File: config.mk
export PLATFORM = sky130hd
export DESIGN_NAME = uart_wb_top
export DESIGN_NICKNAME = d
export VERILOG_FILES = /design/src/rtl/uart_pkg.sv /design/src/rtl/uart_wb_regs.sv /design/src/rtl/uart_tx.sv /design/src/rtl/uart_rx.sv /design/src/rtl/uart_wb_top.sv
export VERILOG_INCLUDE_DIRS = /design/src /design/src/include
export SDC_FILE = /design/constraint.sdc
export NUM_CORES = 1
export LEC_CHECK = 0
export ABC_AREA = 1
export BUFFER_PORTS_ARGS = -buffer_cell sky130_fd_sc_hd__buf_2
export CORE_MARGIN = 2
export CORE_UTILIZATION = 64
export DETAILED_ROUTE_END_ITERATION = 10
export PLACE_DENSITY = 0.95
export SKIP_LAST_GASP = 1
export SLEW_MARGIN = 30
export SYNTH_ARGS = -nofsm -noshare
export SYNTH_HDL_FRONTEND = slang
export SYNTH_SLANG_ARGS = --single-unit
File: constraint.sdc
create_clock -name clk -period 6.62 [get_ports clk]
set_input_delay 1.324 -clock clk [delete_from_list [all_inputs] [get_ports clk]]
set_output_delay 1.324 -clock clk [all_outputs]
set_load 0.02 [all_outputs]
File: src/include/uart_params.svh
// Base address, register offsets, divider reset value and guard length of the UART.
`ifndef UART_PARAMS_SVH
`define UART_PARAMS_SVH

// ------------------------------
// Register window
// ------------------------------

// Base of the three-register window.
`define UART_BASE_ADR   32'h2000_0000

// Byte offsets of the registers inside the window.
`define UART_DIV_OFS    8'h00
`define UART_DAT_OFS    8'h04
`define UART_CFG_OFS    8'h08

// ------------------------------
// Reset values and timing
// ------------------------------

// Divider after reset. One bit period is divider+2 cycles.
`define UART_DIV_RESET  32'd1

// Idle bit periods sent before the transmitter accepts data.
`define UART_GUARD_BITS 4'd15

`endif

File: src/rtl/uart_pkg.sv
// Packed struct types for the UART configuration, transmit request and received byte.
`default_nettype none

package uart_pkg;

    // ------------------------------
    // Configuration
    // ------------------------------

    // Divider and receiver enable, driven by the register stage.
    typedef struct packed {
        logic [31:0] divider;
        logic        enabled;
    } uart_cfg_t;

    // ------------------------------
    // Data paths
    // ------------------------------

    // One-cycle request to send a byte.
    typedef struct packed {
        logic       valid;
        logic [7:0] data;
    } tx_req_t;

    // Buffered received byte.
    // The valid flag stays set until the byte is read.
    typedef struct packed {
        logic       valid;
        logic [7:0] data;
    } rx_byte_t;

endpackage

`default_nettype wire

File: src/rtl/uart_wb_regs.sv
// Bus decode, ack and stall, read mux, divider and enable registers of the UART.
`timescale 1ns/1ns
`default_nettype none
`include "uart_params.svh"

module uart_wb_regs
    import uart_pkg::*;
(
    input  wire             clk,
    input  wire             resetn,

    input  wire  [31:0]     wb_adr_i,
    input  wire  [31:0]     wb_dat_i,
    input  wire  [3:0]      wb_sel_i,
    input  wire             wb_we_i,
    input  wire             wb_cyc_i,
    input  wire             wb_stb_i,
    output logic            wb_ack_o,
    output logic [31:0]     wb_dat_o,

    input  wire             tx_busy_i,
    input  wire  rx_byte_t  rx_byte_i,

    output uart_cfg_t       cfg_o,
    output tx_req_t         tx_req_o,
    output logic            div_wr_o,
    output logic            rx_rd_o
);

    // Full register addresses.
    localparam logic [31:0] DIV_ADR = `UART_BASE_ADR | {24'h0, `UART_DIV_OFS};
    localparam logic [31:0] DAT_ADR = `UART_BASE_ADR | {24'h0, `UART_DAT_OFS};
    localparam logic [31:0] CFG_ADR = `UART_BASE_ADR | {24'h0, `UART_CFG_OFS};

    logic        acc_valid;
    logic        div_hit;
    logic        dat_hit;
    logic        cfg_hit;
    logic        dat_stall;
    logic [3:0]  div_we;
    logic        cfg_we;
    logic [31:0] divider_q;
    logic        enabled_q;
    logic [31:0] dat_rdata;

    // ------------------------------
    // Decode and handshake
    // ------------------------------

    assign acc_valid = wb_cyc_i && wb_stb_i;
    assign div_hit   = acc_valid && (wb_adr_i == DIV_ADR);
    assign dat_hit   = acc_valid && (wb_adr_i == DAT_ADR);
    assign cfg_hit   = acc_valid && (wb_adr_i == CFG_ADR);

    // A data write waits while a frame or the guard is in progress.
    assign dat_stall = dat_hit && wb_we_i && tx_busy_i;

    // Unmapped addresses never see an ack.
    assign wb_ack_o  = (div_hit || dat_hit || cfg_hit) && !dat_stall;

    assign div_we    = (div_hit && wb_we_i) ? wb_sel_i : 4'b0000;
    assign cfg_we    = cfg_hit && wb_we_i && wb_sel_i[0];

    // ------------------------------
    // Engine strobes
    // ------------------------------

    assign tx_req_o.valid = dat_hit && wb_we_i && wb_sel_i[0] && wb_ack_o;
    assign tx_req_o.data  = wb_dat_i[7:0];

    // Restarts the transmit guard.
    assign div_wr_o = (div_we != 4'b0000) && enabled_q;

    // Any read of the data register empties the buffer, whatever the lanes.
    assign rx_rd_o  = dat_hit && !wb_we_i && wb_ack_o;

    assign cfg_o.divider = divider_q;
    assign cfg_o.enabled = enabled_q;

    // ------------------------------
    // Registers
    // ------------------------------

    always_ff @(posedge clk) begin
        if (!resetn) begin
            divider_q <= `UART_DIV_RESET;
            enabled_q <= 1'b0;
        end else begin
            for (int i = 0; i < 4; i++) begin
                if (div_we[i]) begin
                    divider_q[8*i +: 8] <= wb_dat_i[8*i +: 8];
                end
            end
            if (cfg_we) begin
                enabled_q <= wb_dat_i[0];
            end
        end
    end

    // ------------------------------
    // Read mux
    // ------------------------------

    // All ones when no byte is buffered.
    assign dat_rdata = rx_byte_i.valid ? {24'h0, rx_byte_i.data} : 32'hffff_ffff;

    always_comb begin
        if (div_hit) begin
            wb_dat_o = divider_q;
        end else if (cfg_hit) begin
            wb_dat_o = {31'h0, enabled_q};
        end else begin
            wb_dat_o = dat_rdata;
        end
    end

endmodule

`default_nettype wire

File: src/rtl/uart_tx.sv
// Transmit serializer of the UART with the guard period and busy indication.
`timescale 1ns/1ns
`default_nettype none
`include "uart_params.svh"

module uart_tx
    import uart_pkg::*;
(
    input  wire             clk,
    input  wire             resetn,

    input  wire  uart_cfg_t cfg_i,
    input  wire  tx_req_t   tx_req_i,
    input  wire             div_wr_i,

    output logic            ser_tx_o,
    output logic            tx_busy_o
);

    // Start bit, eight data bits and stop bit.
    localparam logic [3:0] FRAME_BITS = 4'd10;

    logic [9:0]  shift_q;
    logic [3:0]  bit_cnt_q;
    logic [31:0] div_cnt_q;
    logic        guard_q;
    logic        idle;
    logic        bit_done;

    assign idle     = (bit_cnt_q == 4'd0);

    // Counter runs 0 to divider+1, so a period is divider+2 cycles.
    assign bit_done = (div_cnt_q > cfg_i.divider);

    // The line idles high because the pattern fills with ones.
    assign ser_tx_o  = shift_q[0];
    assign tx_busy_o = !idle || guard_q;

    // ------------------------------
    // Serializer
    // ------------------------------

    always_ff @(posedge clk) begin
        if (!resetn) begin
            shift_q   <= '1;
            bit_cnt_q <= 4'd0;
            div_cnt_q <= '0;
            guard_q   <= 1'b1;
        end else begin
            div_cnt_q <= div_cnt_q + 32'd1;
            if (div_wr_i) begin
                guard_q <= 1'b1;
            end

            if (guard_q && idle) begin
                // Guard wins over a new byte.
                shift_q   <= '1;
                bit_cnt_q <= `UART_GUARD_BITS;
                div_cnt_q <= '0;
                guard_q   <= div_wr_i;
            end else if (tx_req_i.valid && idle) begin
                shift_q   <= {1'b1, tx_req_i.data, 1'b0};
                bit_cnt_q <= FRAME_BITS;
                div_cnt_q <= '0;
            end else if (!idle && bit_done) begin
                // Next bit, LSB first. Ones shift in behind the stop bit.
                shift_q   <= {1'b1, shift_q[9:1]};
                bit_cnt_q <= bit_cnt_q - 4'd1;
                div_cnt_q <= '0;
            end
        end
    end

endmodule

`default_nettype wire

File: src/rtl/uart_rx.sv
// Receive deserializer of the UART with mid-bit sampling and a one-byte buffer.
`timescale 1ns/1ns
`default_nettype none

module uart_rx
    import uart_pkg::*;
(
    input  wire             clk,
    input  wire             resetn,

    input  wire  uart_cfg_t cfg_i,
    input  wire             ser_rx_i,
    input  wire             rx_rd_i,

    output rx_byte_t        rx_byte_o
);

    // States 2 to 9 sample the eight data bits.
    localparam logic [3:0] ST_IDLE  = 4'd0;
    localparam logic [3:0] ST_HALF  = 4'd1;
    localparam logic [3:0] ST_DATA0 = 4'd2;
    localparam logic [3:0] ST_DATA7 = 4'd9;
    localparam logic [3:0] ST_STOP  = 4'd10;

    logic [3:0]  state_q;
    logic [31:0] div_cnt_q;
    logic [7:0]  shift_q;
    logic [7:0]  buf_data_q;
    logic        buf_valid_q;
    logic        half_done;
    logic        bit_done;
    logic        sample_en;
    logic        capture;

    // Half a period, compared at double resolution.
    assign half_done = {div_cnt_q, 1'b0} > {1'b0, cfg_i.divider};
    assign bit_done  = div_cnt_q > cfg_i.divider;

    assign sample_en = (state_q >= ST_DATA0) && (state_q <= ST_DATA7) && bit_done;
    assign capture   = (state_q == ST_STOP) && bit_done;

    assign rx_byte_o.valid = buf_valid_q;
    assign rx_byte_o.data  = buf_data_q;

    // ------------------------------
    // Sequencer
    // ------------------------------

    always_ff @(posedge clk) begin
        if (!resetn) begin
            state_q     <= ST_IDLE;
            div_cnt_q   <= '0;
            buf_valid_q <= 1'b0;
        end else begin
            div_cnt_q <= div_cnt_q + 32'd1;

            // A byte finishing in the same cycle as a read stays valid.
            if (rx_rd_i) begin
                buf_valid_q <= 1'b0;
            end
            if (capture) begin
                buf_valid_q <= 1'b1;
            end

            case (state_q)
                ST_IDLE: begin
                    div_cnt_q <= '0;
                    if (!ser_rx_i && cfg_i.enabled) begin
                        state_q <= ST_HALF;
                    end
                end
                ST_HALF: begin
                    if (half_done) begin
                        state_q   <= ST_DATA0;
                        div_cnt_q <= '0;
                    end
                end
                ST_STOP: begin
                    if (bit_done) begin
                        state_q <= ST_IDLE;
                    end
                end
                default: begin
                    if (bit_done) begin
                        state_q   <= state_q + 4'd1;
                        div_cnt_q <= '0;
                    end
                end
            endcase
        end
    end

    // ------------------------------
    // Data path
    // ------------------------------

    always_ff @(posedge clk) begin
        if (sample_en) begin
            shift_q <= {ser_rx_i, shift_q[7:1]};
        end
        if (capture) begin
            buf_data_q <= shift_q;
        end
    end

endmodule

`default_nettype wire

File: src/rtl/uart_wb_top.sv
// Top level of the UART that connects the register stage and the serial engines.
`timescale 1ns/1ns
`default_nettype none

module uart_wb_top
    import uart_pkg::*;
(
    input  wire         clk,
    input  wire         resetn,

    input  wire  [31:0] wb_adr_i,
    input  wire  [31:0] wb_dat_i,
    input  wire  [3:0]  wb_sel_i,
    input  wire         wb_we_i,
    input  wire         wb_cyc_i,
    input  wire         wb_stb_i,
    output logic        wb_ack_o,
    output logic [31:0] wb_dat_o,

    output logic        ser_tx_o,
    input  wire         ser_rx_i,
    output logic        uart_enabled_o
);

    uart_cfg_t cfg;
    tx_req_t   tx_req;
    rx_byte_t  rx_byte;
    logic      div_wr;
    logic      rx_rd;
    logic      tx_busy;

    // Level of the receiver enable on a pin.
    assign uart_enabled_o = cfg.enabled;

    uart_wb_regs u_regs (
        .clk       (clk),
        .resetn    (resetn),
        .wb_adr_i  (wb_adr_i),
        .wb_dat_i  (wb_dat_i),
        .wb_sel_i  (wb_sel_i),
        .wb_we_i   (wb_we_i),
        .wb_cyc_i  (wb_cyc_i),
        .wb_stb_i  (wb_stb_i),
        .wb_ack_o  (wb_ack_o),
        .wb_dat_o  (wb_dat_o),
        .tx_busy_i (tx_busy),
        .rx_byte_i (rx_byte),
        .cfg_o     (cfg),
        .tx_req_o  (tx_req),
        .div_wr_o  (div_wr),
        .rx_rd_o   (rx_rd)
    );

    uart_tx u_tx (
        .clk       (clk),
        .resetn    (resetn),
        .cfg_i     (cfg),
        .tx_req_i  (tx_req),
        .div_wr_i  (div_wr),
        .ser_tx_o  (ser_tx_o),
        .tx_busy_o (tx_busy)
    );

    uart_rx u_rx (
        .clk       (clk),
        .resetn    (resetn),
        .cfg_i     (cfg),
        .ser_rx_i  (ser_rx_i),
        .rx_rd_i   (rx_rd),
        .rx_byte_o (rx_byte)
    );

endmodule

`default_nettype wire

Word-level counts from Yosys, hierarchy flattened. Cells that the tools add are included.

Logic and storage cells: 93. Latch bits: 0. Register bits: 132. RAM bits: 0. Memory bits (read-only): 0. Memories: 0. Output and inout port bits: 35.

Shift operators: 0. Bitwise operators: 1. $lt $le $gt $ge: 5. Multiply operators: 0. Add/sub/neg operators: 4. Multiplexer cells: 21. Eq/ne operators: 8. Divide/modulo/power cells: 0. Reduce and logical (&&, ||, !) cells: 40.

Operators with widths (number): 32-bit two-way mux (5); 32-bit by 30-bit == test with 1-bit output, second input constant (3); 32-bit one-hot mux with 3 select lines (1); 32-bit by 1-bit adder with 32-bit output, second input constant (2); 32-bit greater-than comparator (2); 33-bit by 32-bit greater-than comparator with 1-bit output (1); 4-bit two-way mux (8); 1-bit logical AND (22); 9-bit two-way mux (2); 4-bit one-hot mux with 3 select lines (1); 4-bit zero test (2); 2-bit by 1-bit != test with 1-bit output, second input constant (3); 2-bit nonzero test (3); 3-bit nonzero test (2); 4-bit by 1-bit adder with 4-bit output, second input constant (1); 4-bit by 1-bit == test with 1-bit output, second input constant (1); 4-bit == test, second input constant (1); 4-bit by 2-bit greater-or-equal comparator with 1-bit output, second input constant (1); 4-bit <= comparator, second input constant (1); 1-bit zero test (4); 1-bit two-way mux (4); 4-bit AND reduction (1); 4-bit nonzero test (1); 4-bit OR reduction (1); other kinds (4) (6).

Longest topological paths before layout. Gate-level depths: netlist of run 1.

Word-level depth: 10. Mapped depth: 19. Mapped depth without buffers: 19.

Modules after synthesis. Synthesis of run 1 repeated with hierarchy kept, for this count alone.

Cell total of the unflattened synthesis: 1365. Area, all modules: 9678.0 µm².

By module, submodules not included: uart_rx (seq. area each 1221.2 µm², area an instance 4179.0 µm², cells an instance 571, times used 1); uart_tx (seq. area each 920.9 µm², area an instance 3475.8 µm², cells an instance 466, times used 1); uart_wb_regs (seq. area each 660.6 µm², area an instance 2023.2 µm², cells an instance 328, times used 1).

Least setup slack after synthesis of run 1. OpenSTA, ideal clock, no wires.

Kind: input-to-output. Start point: input wb_adr_i[1]. End point: output wb_dat_o[22]. Slack: 2.563 ns. Data required time: 5.296 ns. Cell stages on the path: 9. Arrival: 2.733 ns. Cells stage by stage: or2_1 inv_2 nand2_2 nor2_2 nand3_2 nor2_4 nand2_4 clkbuf_1 o21ai_0.

Word-level cells in the longest chain between the ends: 4.

RTL lines: start: declaration (RTL line uart_wb_top.sv:11) `input wire [31:0] wb_adr_i,`; 32-bit by 30-bit == test with 1-bit output (RTL line uart_wb_regs.sv:53) `assign cfg_hit = acc_valid && (wb_adr_i == CFG_ADR);`; 1-bit logical AND (RTL line uart_wb_regs.sv:53); 32-bit two-way mux (RTL line uart_wb_regs.sv:110) `end else if (cfg_hit) begin`; 32-bit two-way mux (*) (RTL line uart_wb_regs.sv:108) `if (div_hit) begin`; end: declaration (RTL line uart_wb_top.sv:18) `output logic [31:0] wb_dat_o,`.

Every way passes the cells marked *; elsewhere a longest branch is shown, timed or not.

Worst setup path after layout of run 1.
Start point: input wb_adr_i[1]. End point: output wb_dat_o[16].

The elaborated chain is that of the path after synthesis.

==> qor.yml, run 1 <==
hold_path:
  hold_class: "register to register"
  hold_end: "u_rx.buf_data_q[0]"
  hold_depth: 0
  min_from: "u_rx.shift_q[0]"
worst_setup_path:
  max_stage_delay_ps: 580
  path_cells: "buf_2, or2_1, inv_2, nand2_2, nor2_2, nand3_2, nor2_4, inv_1, nand2_1, o21ai_0, buf_2"
  r2r_end: "u_tx.div_cnt_q[13]"
  critPathKind: "primary input to primary output"
  worstPathArrival_ps: 3390
  crit_top_cell: "buf_2"
  crit_path_start_kind: "primary input"
  setup.worst_path.end_class: "primary output"
  ff2ff_path_depth: 10
  r2r-start: "u_regs.divider_q[31]"
  cp_max_fo: 24
  crit_required_ps: 5300
  slowest_stage: "nand2_1"
  r2r_slack_ps: 3290
run:
  maxCapViolCount: 0
floorplan:
  die_w_um: 121
  rows: 42
  die_h_um: 121
  die_area_mm2: 0.0146
  start_util_pct: 65.9
  core_area_mm2: 0.0133
  ios: 109
timing:
  finalCritPeriodShare_pct: 71.2
  finalHoldViolations: 0
  final_max_slew_viol_count: 0
  layout_min_cycle_time_ps: 4720
  fmax_ghz: 0.212
  setup_viol: 0
  fin_tns_setup_ps: 0
  slew_headroom_pct: 37.5
  worst_slew_pin_slew_ps: 935
  finalClockSkew_ps: 7.27
  rsz0062_at_grt: "false"
route:
  firstDrtPassIters: 6
  top_layer: "met4"
  routed_wl_mm: 24.4
  drt_iter0_drc: 1067
  drcViolationCount: 0
  viasPerCell: 5.96
  wl_met3_mm: 2.13
  wl_per_cell_um: 16.3
  wl_met1_mm: 9.47
  ant_nets: 0
  wl_met2_mm: 11.4
  routed-via-count: 8958
logic_synthesis:
  syn_area_mm2: 0.00876
  synth_top_family_by_area: "simple AND/OR/NAND/NOR gates"
  synthAdderAreaFrac_pct: 14.9
  yosys.area_share.simple_pct: 30.5
  synth_xor_area_share_pct: 4.70
  seq_area_frac_synth_pct: 32.0
  synth_compound_area_share_pct: 10.3
  synth_mux_area_share_pct: 0
  synth_async_sr_flop_share_pct: 0
  synth_edf_count: 16
  yosysWarnings: 0
  syn_inst: 1203
  yosysTopAreaCellShare_pct: 26.5
  synth-seq-cells: 132
  yosys.area.top_type: "dfxtp_1"
  synthTopCellsByArea: "dfxtp_1, ha_1, nand2_1"
  avgSynthCellArea_um2: 7.28
  synth_nets: 1381
  ys.flop_type: "dfxtp_1"
  synth_cell_types: 49
global_routing:
  track_usage_pct: 33.9
  grt_pass1_vias: 8323
  grt_pass1_wl_mm: 39.0
  antenna_found_initial: 1
  grt_max_degree: 44
  grt-ovfl-total: 0
cts:
  ctsHoldBuffers: 0
  cts_made_buffers: 17
  cts-root-buf: "clkbuf_16"
  ctsResizeCount: 0
  ctsLongestPathBuffers: 2
  cts_tree: "yes"
  postCtsSetupBuffers: 0
  cts_htree_levels: 4
  clk_latency_ps: 440
  clock_sinks: 132
  clk_pin_slew_worst_paths_ps: 60
finish:
  nFillCells: 866
  register_area_mm2: 0.00280
  final_nets: 1491
  area_delta_synth_final_pct: 14.3
  drive_above_1_share_pct: 14.2
  multiInputGateArea_mm2: 0.00529
  final_cell_mix: "nand2_1, nor2_1, inv_1, dfxtp_1, buf_2"
  layout_commonest_cell: "nand2_1"
pwr:
  total_power_mw: 2.40
  powerDensity_mw_per_mm2: 240
  ir_worst_vdd_v: 0.000237
  p_leak_nw: 4.47
place:
  place.gp.congestion: 0.928
  buffer_ports.inserted: 108
  dp_hpwl_mm: 17.2
outcome:
  status: "complete, no violations"
-- per-layer routing --
layer | track usage [%] | vias to the layer above
met5 | 0 | -
met4 | 19.7 | 0
met3 | 7.33 | 153
met2 | 56.0 | 505
met1 | 40.7 | 4078
li1 | - | 4222
-- power by group --
part           switching [mW]  leakage (nW)  internal, mW
Combinational           0.389          3.12         0.183
Sequential             0.0454          1.08         0.884
Clock                   0.358         0.277         0.543
Total                   0.792          4.47          1.61
-- cells in the mapped netlist (all sizes together), types with 2 or more instances --
| cell type | count |
|---|---|
| a21o | 3 |
| nand3 | 66 |
| dfxtp | 116 |
| ha | 104 |
| nor3b | 7 |
| or2 | 7 |
| a31oi | 2 |
| o21ai | 91 |
| clkbuf | 10 |
| nand2 | 211 |
| o211ai | 4 |
| nor3 | 34 |
| nor2 | 199 |
| nor4 | 10 |
| buf | 8 |
| xor2 | 30 |
| o22ai | 2 |
| and3 | 2 |
| nand3b | 4 |
| o21a | 4 |
| inv | 155 |
| edfxtp | 16 |
| a21oi | 62 |
| xnor2 | 17 |
| nand4 | 33 |
-- worst max-delay path by stage --
stage	from	to	slack (ps)	cells past startpoint
finish	wb_adr_i[1]	wb_dat_o[16]	1900	11
floorplan	wb_adr_i[1]	wb_dat_o[22]	2560	9
global route	wb_adr_i[1]	wb_dat_o[16]	1790	11
CTS	wb_adr_i[1]	wb_dat_o[16]	2000	11
global placement	wb_adr_i[1]	wb_dat_o[8]	2230	11
detailed placement	wb_adr_i[1]	wb_dat_o[16]	2020	11
-- through the flow --
stage / instance area (um^2) / std cells / util (%) / worst slack, ps / hold WS [ps]
after floorplan: 8760 / 1203 / - / 2560 / 400
after CTS: 10000 / 1502 / 75.3 / 2000 / 422
after global placement: 9440 / 1469 / 71.0 / 2230 / 403
after detailed placement: 9450 / 1470 / 71.1 / 2020 / 407
after global routing: 10000 / 1503 / 75.3 / 1790 / 431
final: 10000 / 1503 / 75.3 / 1900 / 420
-- kinds of logic after synthesis --
| kind of cell | count (synthesis) |
|---|---|
| and+or+nand+nor | 575 |
| buffers and inverters | 174 |
| AOI/OAI and AO/OA | 171 |
| DFF | 132 |
| adders and majority gates | 104 |
| xor gates and xnor gates | 47 |
-- registers in the layout, indices dropped and copies added, names as in the netlist --
register          flops
u_rx.div_cnt_q       32
u_tx.guard_q          1
u_rx.state_q          4
u_rx.shift_q          8
u_rx.buf_data_q       8
u_tx.div_cnt_q       32
u_tx.bit_cnt_q        4
u_rx.buf_valid_q      1
u_regs.divider_q     32
u_tx.shift_q          9
u_regs.enabled_q      1
-- layout make-up --
class / count / share of cell area, %
Sequential cell: 132 / 28.0
Tap cell: 176 / 2.20
Multi-Input combinational cell: 897 / 52.9
Inverter: 156 / 5.85
Clock buffer: 23 / 4.77
Clock inverter: 9 / 0.800
Antenna cell: 1 / 0.0250
Timing Repair Buffer: 109 / 5.51
-- worst max-delay path, delay by kind of cell --
family | cells | cell delay, ps
simple gates | 6 | 1190
buf+inv | 4 | 560
compound gates | 1 | 300
(Power assumes the default switching activity.)
==> run 2: changes to the inputs <==
--- a/config.mk
+++ b/config.mk
@@ -9,9 +9,9 @@
 export ABC_AREA = 1
 export BUFFER_PORTS_ARGS = -buffer_cell sky130_fd_sc_hd__buf_2
 export CORE_MARGIN = 2
-export CORE_UTILIZATION = 64
+export CORE_UTILIZATION = 59
 export DETAILED_ROUTE_END_ITERATION = 10
-export PLACE_DENSITY = 0.95
+export PLACE_DENSITY = 0.9
 export SKIP_LAST_GASP = 1
 export SLEW_MARGIN = 30
 export SYNTH_ARGS = -nofsm -noshare
==> constraint.sdc (replaced) <==
create_clock -name clk -period 4.5 [get_ports clk]
set_input_delay 0.9 -clock clk [delete_from_list [all_inputs] [get_ports clk]]
set_output_delay 0.9 -clock clk [all_outputs]
set_load 0.02 [all_outputs]
==> qor.yml, run 2 (same netlist as run 1, synthesis figures left out) <==
worst_setup_path:
  setup.worst_path.end_class: "primary output"
  critical_path.startpoint: "wb_adr_i[1]"
  r2r_slack_ps: 1110  # -2180 ps
  crit_path_start_kind: "primary input"
  worstPathArrival_ps: 2930  # -460 ps
  r2r-start: "u_regs.divider_q[31]"
  r2r_end: "u_tx.div_cnt_q[2]"
  cp-endpoint: "wb_dat_o[26]"
  critPathKind: "primary input to primary output"
  crit_required_ps: 3600  # -1700 ps
  ff2ff_path_depth: 10  # unchanged
  cp_max_fo: 24  # unchanged
place:
  place_inst: 1479  # +0.61%
  place.gp.congestion: 0.909  # -2.0%
  placed_area_mm2: 0.00947  # +0.19%
  buffer_ports.inserted: 108  # unchanged
  dp_hpwl_mm: 17.5  # +1.5%
route:
  drcViolationCount: 0  # unchanged
  drt_iter0_drc: 1039  # -2.6%
  routed-via-count: 8731  # -2.5%
  routed_wl_mm: 24.0  # -1.8%
  wl_per_cell_um: 15.9  # -2.5%
  firstDrtPassIters: 6  # unchanged
  ant_nets: 0  # unchanged
  viasPerCell: 5.77  # -3.2%
cts:
  cts_tree: "yes"
  ctsHoldBuffers: 0  # unchanged
  ctsResizeCount: 0  # unchanged
  cts_htree_levels: 4  # unchanged
  clock_sinks: 132  # unchanged
  clk_pin_slew_worst_paths_ps: 60  # about the same
  cts-root-buf: "clkbuf_16"
  cts_made_buffers: 17  # unchanged
  postCtsSetupBuffers: 0  # unchanged
  clk_latency_ps: 430  # about the same
  ctsLongestPathBuffers: 2  # unchanged
global_routing:
  grt_pass1_vias: 8384  # +0.73%
  antenna_found_initial: 1  # unchanged
  grt_pass1_wl_mm: 39.4  # +1.2%
  track_usage_pct: 30.8  # -3.1 points
  grt_max_degree: 37  # -16%
  grt-ovfl-total: 0  # unchanged
floorplan:
  rows: 44  # +4.8%
  die_w_um: 126  # +4.0%
  ios: 109  # unchanged
  core_area_mm2: 0.0145  # +9.3%
  start_util_pct: 60.3  # -5.6 points
  die_area_mm2: 0.0158  # +8.2%
  die_h_um: 126  # +4.0%
pwr:
  ir_worst_vdd_v: 0.000305  # +29%
  p_leak_nw: 4.48  # +0.16%
  powerDensity_mw_per_mm2: 353  # +47%
finish:
  area_delta_synth_final_pct: 14.6
  layout_commonest_cell: "nand2_1"
  final_cell_mix: "nand2_1, nor2_1, inv_1, dfxtp_1, buf_2"
  stdcell_count: 1513  # +0.67%
  fin_area_mm2: 0.0100  # +0.26%
  finish.utilization_pct: 69.1  # -6.2 points
  nFillCells: 1141  # +32%
  final_nets: 1492  # +0.067%
  drive_above_1_share_pct: 14.3  # +0.14 points
  largestRegisters: "u_regs.divider_q x32, u_rx.div_cnt_q x32, u_tx.div_cnt_q x32"
timing:
  setup_viol: 0  # unchanged
  layout_min_cycle_time_ps: 3830
  fin_tns_setup_ps: 0  # unchanged
  slew_headroom_pct: 38.0  # +0.46 points
  worst_slew_pin_slew_ps: 928  # -6.84 ps
  finalCritPeriodShare_pct: 85.0
  rsz0062_at_grt: "false"
  finalHoldViolations: 0  # unchanged
  finalClockSkew_ps: 11.2  # +3.93 ps
  final_max_slew_viol_count: 0  # unchanged
  fmax_ghz: 0.261
run:
  maxCapViolCount: 0  # unchanged
outcome:
  status: "complete, no violations"
hold_path:
  hold_class: "register to register"
==> run 2: per-stage QoR <==
step                worst slack (ps)  hold slack, ps  power (mW)
global placement                 930             402        2.16
global route                     574             426        3.75
floorplan                       1290             400        2.00
CTS                              769             420        3.54
finish                           673             417        3.55
detailed placement               764             406        2.20
==> run 2: power by group <==
part           switching (mW)  internal [mW]  leakage (nW)
sequential             0.0669           1.30          1.08
combinational           0.568          0.270          3.12
clock                   0.550          0.791         0.279
==> run 2: how the worst min path moves through the flow <==
stage                          startpoint            endpoint  cells after the start
after floorplan           u_rx.shift_q[0]  u_rx.buf_data_q[0]                      0
after global placement    u_rx.shift_q[0]  u_rx.buf_data_q[0]                      0
after detailed placement  u_rx.shift_q[0]  u_rx.buf_data_q[0]                      0
after CTS                 u_rx.shift_q[0]  u_rx.buf_data_q[0]                      0
after global routing      u_rx.shift_q[0]  u_rx.buf_data_q[0]                      0
final                     u_rx.shift_q[0]  u_rx.buf_data_q[0]                      0
==> run 2: layout make-up <==
cell class / count / area, um^2 / share of cell area, %
diodes: 2 / 5.00 / 0.0498
clock buffers: 20 / 458 / 4.56
clock inverters: 12 / 106 / 1.06
inverters: 156 / 586 / 5.83
multi-input cells: 897 / 5290 / 52.7
flip-flops and latches: 132 / 2800 / 27.9
well taps: 184 / 230 / 2.29
repair buffers: 110 / 559 / 5.57
==> run 2: routing by layer <==
layer / track usage (%) / vias up / routed length (um)
met4: 16.2 / 0 / 1080
met3: 6.54 / 92 / 1820
met5: 0 / - / 0
met1: 38.0 / 4047 / 9910
li1: - / 4212 / -
met2: 50.7 / 380 / 11200
==> run 2: worst max-delay path, stage by stage <==
cell and delay [ps]:
buf_2 90, or2_1 260, inv_2 70, nand2_2 50, nor2_2 100, nand3_2 90, nor2_4 140, inv_1 150
nand2_1 580, o21ai_0 260, buf_2 220
